<file path="config.mk">
export PLATFORM = sky130hd
export DESIGN_NAME = ddr_arb_top
export DESIGN_NICKNAME = d
export VERILOG_FILES = /design/src/ddrmux_pkg.sv /design/src/ddr_arb_top.sv /design/src/ddr_port_mux.sv /design/src/credit_counter.sv /design/src/ddr_owner_fsm.sv
export VERILOG_INCLUDE_DIRS = /design/src /design/src/include
export SDC_FILE = /design/constraint.sdc
export NUM_CORES = 1
export LEC_CHECK = 0
export BUFFER_PORTS_ARGS = -buffer_cell sky130_fd_sc_hd__buf_2
export CAP_MARGIN = 20
export CORE_ASPECT_RATIO = 1.75
export CORE_MARGIN = 5
export CORE_UTILIZATION = 25
export CTS_CLUSTER_DIAMETER = 100
export DETAILED_ROUTE_END_ITERATION = 10
export GPL_TIMING_DRIVEN = 0
export SLEW_MARGIN = 10
export SYNTH_ARGS = -nofsm -noshare
export SYNTH_HDL_FRONTEND = slang
export SYNTH_SLANG_ARGS = --single-unit
</file>
<file path="constraint.sdc">
create_clock -name clk -period 5.9 [get_ports clk]
set_clock_uncertainty 0.15 [all_clocks]
set_input_delay 0 -clock clk [delete_from_list [all_inputs] [get_ports clk]]
set_output_delay 0 -clock clk [all_outputs]
set_load 0.02 [all_outputs]
</file>
<file path="src/include/ddrmux_consts.svh">
// Field widths, credit depth and requester enables for the DDR command arbiter.
// The enables take 0 or 1. If only one is set, that requester owns the port permanently.
`ifndef DDRMUX_CONSTS_SVH
`define DDRMUX_CONSTS_SVH

// command field widths, matching the DDR port.
`define DDRMUX_ADDR_W   29  // ddr word address.
`define DDRMUX_BURST_W  8   // burst count.
`define DDRMUX_BE_W     8   // byte enables, one per byte lane.

// commands the memory side can hold before it returns credits.
`define DDRMUX_CREDITS  4

// requester presence.
// loader stands in for the fast rom download path.
`define DDRMUX_LOAD_EN  1
// rot stands in for the frame-buffer rotation engine.
`define DDRMUX_ROT_EN   1

`endif
</file>
<file path="src/ddrmux_pkg.sv">
// Shared types for the DDR command arbiter.
// Field widths come from the consts header and must agree with the DDR controller.
`include "ddrmux_consts.svh"

package ddrmux_pkg;

    // command opcode on the ddr port.
    typedef enum logic [0:0] {
        OP_READ  = 1'b0,
        OP_WRITE = 1'b1
    } cmd_op_t;

    // one ddr command, 46 bits with default widths.
    typedef struct packed {
        cmd_op_t                    op;        // read or write.
        logic [`DDRMUX_ADDR_W-1:0]  addr;      // word address.
        logic [`DDRMUX_BURST_W-1:0] burstcnt;  // beats in the burst.
        logic [`DDRMUX_BE_W-1:0]    be;        // byte enables.
    } ddr_cmd_t;

    // current owner of the ddr command port.
    typedef enum logic [0:0] {
        OWN_ROT  = 1'b0,
        OWN_LOAD = 1'b1
    } owner_t;

    // owner fsm states.
    // A switchover passes through a drain state first.
    typedef enum logic [1:0] {
        ST_ROT           = 2'd0,  // rotation owns port.
        ST_DRAIN_TO_LOAD = 2'd1,  // waiting for rot commands to finish.
        ST_LOAD          = 2'd2,  // loader owns port.
        ST_DRAIN_TO_ROT  = 2'd3   // waiting for loader commands to finish.
    } owner_state_t;

endpackage

</file>
<file path="src/ddr_arb_top.sv">
// Arbitrates the rom loader and the rotation engine onto one DDR command port.
// The memory side applies no back-pressure. One credit must return per issued command.
`timescale 1ns/10ps

module ddr_arb_top import ddrmux_pkg::*; (
    input  logic     clk,
    input  logic     rst,
    input  logic     downloading,     // rom download active.
    // rom loader
    input  ddr_cmd_t load_cmd,
    input  logic     load_valid,
    output logic     load_ready,
    // frame-buffer rotation
    input  ddr_cmd_t rot_cmd,
    input  logic     rot_valid,
    output logic     rot_ready,
    // ddr command port
    output ddr_cmd_t ddr_cmd,
    output logic     ddr_cmd_valid,
    input  logic     ddr_credit_ret  // one pulse per completed command.
);

    owner_t owner;
    logic   grant_en;
    logic   drained;
    logic   credit_avail;
    logic   issue;

    // ready uses registered state only. It never looks at valid.
    assign load_ready = grant_en & credit_avail & (owner == OWN_LOAD);
    assign rot_ready  = grant_en & credit_avail & (owner == OWN_ROT);

    // at most one ready is high, so at most one accept per cycle.
    assign issue = (load_valid & load_ready) | (rot_valid & rot_ready);

    ddr_owner_fsm u_owner_fsm (
        .clk         (clk),
        .rst         (rst),
        .downloading (downloading),
        .drained     (drained),
        .owner       (owner),
        .grant_en    (grant_en)
    );

    credit_counter u_credit (
        .clk          (clk),
        .rst          (rst),
        .issue        (issue),
        .credit_ret   (ddr_credit_ret),
        .credit_avail (credit_avail),
        .drained      (drained)
    );

    ddr_port_mux u_port_mux (
        .clk           (clk),
        .rst           (rst),
        .owner         (owner),
        .load_cmd      (load_cmd),
        .rot_cmd       (rot_cmd),
        .issue         (issue),
        .ddr_cmd       (ddr_cmd),
        .ddr_cmd_valid (ddr_cmd_valid)
    );

endmodule

</file>
<file path="src/ddr_port_mux.sv">
// Selects the owner's command and drives it onto the DDR port one cycle after acceptance.
// Loader commands always leave as full-width reads. Their op and be fields are ignored.
`timescale 1ns/10ps
`include "ddrmux_consts.svh"

module ddr_port_mux import ddrmux_pkg::*; (
    input  logic     clk,
    input  logic     rst,
    input  owner_t   owner,          // current port owner.
    input  ddr_cmd_t load_cmd,       // loader request.
    input  ddr_cmd_t rot_cmd,        // rotation request.
    input  logic     issue,          // owner's command accepted.
    output ddr_cmd_t ddr_cmd,        // registered command to ddr.
    output logic     ddr_cmd_valid   // one pulse per command.
);

    ddr_cmd_t sel_cmd;

    // owner select with the loader rewrite.
    always_comb begin
        if (owner == OWN_LOAD) begin
            sel_cmd.op       = OP_READ;                 // loader only reads.
            sel_cmd.addr     = load_cmd.addr;
            sel_cmd.burstcnt = load_cmd.burstcnt;
            sel_cmd.be       = {`DDRMUX_BE_W{1'b1}};  // all lanes.
        end else begin
            sel_cmd = rot_cmd;  // rotation passes untouched.
        end
    end

    // valid pulse.
    // It lasts exactly one cycle per accepted request.
    always_ff @(posedge clk or posedge rst) begin
        if (rst) begin
            ddr_cmd_valid <= 1'b0;
        end else begin
            ddr_cmd_valid <= issue;
        end
    end

    // payload only loads on issue.
    // It is don't care while valid is low.
    always_ff @(posedge clk) begin
        if (issue) begin
            ddr_cmd <= sel_cmd;
        end
    end

endmodule

</file>
<file path="src/credit_counter.sv">
// Tracks free command slots on the DDR side. The count starts full after reset.
// issue must only be raised while credit_avail is high.
`timescale 1ns/10ps
`include "ddrmux_consts.svh"

module credit_counter (
    input  logic clk,
    input  logic rst,
    input  logic issue,         // command accepted this cycle.
    input  logic credit_ret,    // memory side finished one command.
    output logic credit_avail,  // at least one slot free.
    output logic drained        // nothing in flight.
);

    localparam int CREDITS = `DDRMUX_CREDITS;
    localparam int CNT_W   = $clog2(CREDITS + 1);

    localparam logic [CNT_W-1:0] CNT_FULL = CNT_W'(CREDITS);

    // free credits.
    logic [CNT_W-1:0] count;

    // up/down counter.
    // issue and return in the same cycle cancel out.
    always_ff @(posedge clk or posedge rst) begin
        if (rst) begin
            count <= CNT_FULL;
        end else begin
            unique case ({issue, credit_ret})
                2'b10:   count <= count - 1'b1;  // one more in flight.
                2'b01:   count <= count + 1'b1;  // one came back.
                default: count <= count;         // idle or both.
            endcase
        end
    end

    // both flags come straight from the register.
    // A returned credit shows up next cycle.
    assign credit_avail = (count != '0);
    assign drained      = (count == CNT_FULL);

endmodule

</file>
<file path="src/ddr_owner_fsm.sv">
// Decides which requester owns the DDR port. A switch waits until all credits return.
// downloading is expected synchronous to clk. The enables are read from the consts header.
`timescale 1ns/10ps
`include "ddrmux_consts.svh"

module ddr_owner_fsm import ddrmux_pkg::*; (
    input  logic   clk,
    input  logic   rst,
    input  logic   downloading,  // rom download in progress.
    input  logic   drained,      // all credits back from ddr.
    output owner_t owner,        // current owner, held through the drain.
    output logic   grant_en      // low while draining.
);

    localparam bit LOAD_EN = (`DDRMUX_LOAD_EN != 0);
    localparam bit ROT_EN  = (`DDRMUX_ROT_EN != 0);

    // loader only config starts and stays on the loader.
    localparam owner_state_t RST_STATE = (LOAD_EN && !ROT_EN) ? ST_LOAD : ST_ROT;

    owner_state_t state;
    owner_state_t next_state;
    logic         want_load;

    // wanted owner.
    // With one requester present it is fixed.
    always_comb begin
        if (LOAD_EN && ROT_EN) begin
            want_load = downloading;
        end else begin
            want_load = LOAD_EN;
        end
    end

    always_comb begin
        next_state = state;
        unique case (state)
            ST_ROT: begin
                if (want_load) next_state = ST_DRAIN_TO_LOAD;  // start switchover.
            end
            ST_DRAIN_TO_LOAD: begin
                if (!want_load) begin
                    next_state = ST_ROT;      // download dropped, back to rot at once.
                end else if (drained) begin
                    next_state = ST_LOAD;     // nothing in flight, hand over.
                end
            end
            ST_LOAD: begin
                if (!want_load) next_state = ST_DRAIN_TO_ROT;
            end
            ST_DRAIN_TO_ROT: begin
                if (want_load) begin
                    next_state = ST_LOAD;     // download resumed, loader keeps port.
                end else if (drained) begin
                    next_state = ST_ROT;
                end
            end
            default: next_state = RST_STATE;
        endcase
    end

    always_ff @(posedge clk or posedge rst) begin
        if (rst) begin
            state <= RST_STATE;
        end else begin
            state <= next_state;
        end
    end

    // owner decodes from state.
    // A drain still names the old owner.
    always_comb begin
        unique case (state)
            ST_LOAD, ST_DRAIN_TO_ROT: owner = OWN_LOAD;
            default:                  owner = OWN_ROT;
        endcase
    end

    // no grants in a drain state.
    assign grant_en = (state == ST_ROT) || (state == ST_LOAD);

endmodule

</file>
==> flow_summary.yaml <==
outcome:
  outcome: "finished, final reports clean"
cts:
  insertion_delay_ps: 280
  cts.clk_slew.worst_paths_ps: 60
  cts_buffers: 5
  cts_tree: "built"
  htreeDepth: 2
  cts_resized: 0
  clkSinkCount: 52
  cts_setup_buffers: 0
  ctsLongestPathBuffers: 2
  clock-root-buffer: "clkbuf_16"
timing:
  setup_violations: 0
  drv_slew: 0
  setup_slack_ps: 3680
  grt_setup_unrepaired: "false"
  worstMarginPinSlew_ps: 641
  layout_min_cycle_time_ps: 2220
  fin_setup_tns_ps: 0
  relSlewSlack: 0.573
  max_freq_mhz: 451
  finalHoldViolCount: 0
  fin_crit_sh: 0.375
yosys:
  ys_seq_elements: 52
  ys.flop_type: "edfxtp_1"
  synth_seq_area_share: 0.688
  ys_async_sr_fraction: 0.115
  synth_nets: 225
  syn_inst: 125
  yosys_warnings: 0
  synth-edff-count: 46
  syn_avg_cell_area_sq_um: 17.8
  mappedNetlistArea_sq_mm: 0.00223
  synth.distinct_cells: 21
global_route:
  grtUsageMet1: 0.113
  antenna_found_initial: 0
  gr-usage-met2: 0.224
  grt_max_degree: 26
  grt_pass1_wl_mm: 9.54
  grt_util_met3: 0.0247
  grt_usage: 0.114
  busiest_layer: "met2"
  grt_pass1_vias: 2044
  overflow: 0
floorplan:
  initial_utilization: 0.255
  core.rowCount: 45
  die_x_microns: 81.4
  boundaryPins: 147
  die_area_sq_mm: 0.0110
  core_area_sq_mm: 0.00873
  die_y_microns: 135
finish:
  syn2layout_area_growth_pct: 84.3
  drive_gt1_frac: 0.552
  fill_cells: 785
  fin_nets: 456
  antenna_cells: 0
flow_run:
  cap_violations: 0
pwr:
  p_leak_nw: 1.75
  ir_drop_uv: 273
  powerDensity_mw_per_mm2: 424
critical_path:
  cp_slowest_stage_delay_ps: 430
  required_ps: 5960
  path_cells: "nor3_1 > nor2_1 > nand2_1 > ha_1 > inv_1 > fa_1 > xor2_1 > nor2_1 > xor2_1"
  startpoint_type: "flip-flop"
  crit_slowest_cell: "dfrtp_1"
  reg2regPathDepth: 9
  path_max_fanout: 4
  endpoint_kind: "flip-flop"
  reg2reg_to: "u_credit.count[2]"
  crit_arrival_ps: 2280
  worst-r2r-setup-slack_ps: 3680
  critical_path_class: "flip-flop to flip-flop"
  r2r_start: "u_credit.count[0]"
detailed_routing:
  drt_pre_antenna_iters: 4
  ant_nets: 0
  routed_wl_mm: 6.31
  first_iter_violations: 60
  via_per_inst: 4.01
  drc: 0
  vias: 1899
  routedWlPerCell_microns: 13.3
place:
  pre_cts_ws_ps: 3660
  dp_hpwl_mm: 4.25
  portBuffers: 137
  globalplace.congestion: 0.673
hold_path:
  worstHoldPathType: "input pin to async pin"
[cell usage after synthesis (2+ instances only)]
cell	instances	area share
mux2_2	39	0.20
edfxtp_1	46	0.62
dfrtp_1	5	0.056
and2_1	2	0.0056
inv_1	2	0.0034
nor2_1	3	0.0051
or2_2	4	0.011
xor2_1	2	0.0079
or2_1	4	0.011
buf_6	5	0.025
nor3_1	2	0.0045
xnor2_1	2	0.0079
[worst max-delay path by stage]
| stage | from | to | slack, ps |
|---|---|---|---|
| global placement | u_credit.count[2] | u_port_mux.ddr_cmd[24] | 2900 |
| detailed placement | u_credit.count[0] | u_credit.count[2] | 3660 |
| floorplan | u_credit.count[2] | u_port_mux.ddr_cmd[0] | 3480 |
| CTS | u_credit.count[0] | u_credit.count[2] | 3650 |
| global route | u_credit.count[0] | u_credit.count[2] | 3440 |
| finish | u_credit.count[0] | u_credit.count[2] | 3680 |
[critical path, delay by kind of cell (launching register included)]
family                     cells  cell delay [ps]
DFF                            1              430
adders and majority gates      2              540
and+or+nand+nor                4              650
xor gates and xnor gates       2              310
buffers and inverters          1               60
[cell type report]
class / count / area [sq um] / share of cell area
repair buffers: 224 / 1570 / 0.383
clock buffers: 8 / 156 / 0.0381
plain buffers: 6 / 61.3 / 0.0149
well taps: 117 / 146 / 0.0356
multi-input cells: 65 / 628 / 0.153
flip-flops and latches: 52 / 1530 / 0.373
inverters: 2 / 7.51 / 0.00183
[per-layer routing]
| layer | routed length (microns) | up-vias | share of wire |
|---|---|---|---|
| met3 | 385 | 7 | 0.061 |
| met5 | 0 | - | 0 |
| met1 | 2190 | 895 | 0.35 |
| met2 | 3630 | 73 | 0.58 |
| met4 | 102 | 0 | 0.016 |
| li1 | - | 924 | - |
[report_power, final]
group	total, mW	internal, mW	leakage [nW]	switching, mW
Clock	0.299	0.181	0.0772	0.118
Combinational	0.814	0.409	1.18	0.404
Sequential	0.628	0.586	0.496	0.0418
Total	1.74	1.18	1.75	0.565
[per-stage QoR]
step | hold WS (ps) | instances | total power, mW | area (sq um) | util
finish | 14.2 | 474 | 1.74 | 4110 | 0.471
global route | 32.4 | 474 | 1.84 | 4110 | 0.471
CTS | 13.2 | 474 | 1.77 | 4110 | 0.471
detailed placement | -225 | 380 | 1.33 | 3090 | 0.354
global placement | -228 | 379 | 1.30 | 3060 | 0.351
floorplan | -360 | 125 | 1.10 | 2230 | -
[registers in the layout (all words and copies together) (netlist names), named ones only]
register / flops
u_owner_fsm.state: 1
u_port_mux.ddr_cmd_valid: 1
u_credit.count: 3
u_port_mux.ddr_cmd: 46
[repair_timing]
| action | CTS | global route |
|---|---|---|
| hold buffers | 86 | 0 |
| endpoints found under the setup margin | 0 | 0 |
| endpoints found under the hold margin | 55 | 0 |
[kinds of logic (layout without fill, tap and decap cells)]
| logic type | Yosys count | in the layout | share of synthesized area |
|---|---|---|---|
| flip-flops | 52 | 52 | 0.688 |
| multiplexers | 40 | 40 | 0.204 |
| AND/OR/NAND/NOR | 18 | 18 | 0.0444 |
| buffers and inverters | 8 | 240 | 0.0309 |
| XOR/XNOR | 4 | 4 | 0.0157 |
| adder cells (fa/ha/maj) | 2 | 2 | 0.0146 |
| AO/OA/AOI/OAI | 1 | 1 | 0.00281 |
[layout by cell type (no fill, tap or decap), drive strengths merged]
master / netlist / layout
dfstp: 1 / 1
nor2b: 1 / 1
buf: 6 / 144
edfxtp: 46 / 46
xor2: 2 / 2
xnor2: 2 / 2
or2: 8 / 8
nor2: 3 / 3
fa: 1 / 1
mux2: 40 / 40
dfrtp: 5 / 5
nand3: 1 / 1
and2: 2 / 2
inv: 2 / 2
nand2: 1 / 1
a31oi: 1 / 1
ha: 1 / 1
nor3: 2 / 2
clkbuf: 0 / 8
dlygate4sd3: 0 / 86
No activity file was read; power rests on OpenSTA's default activity.
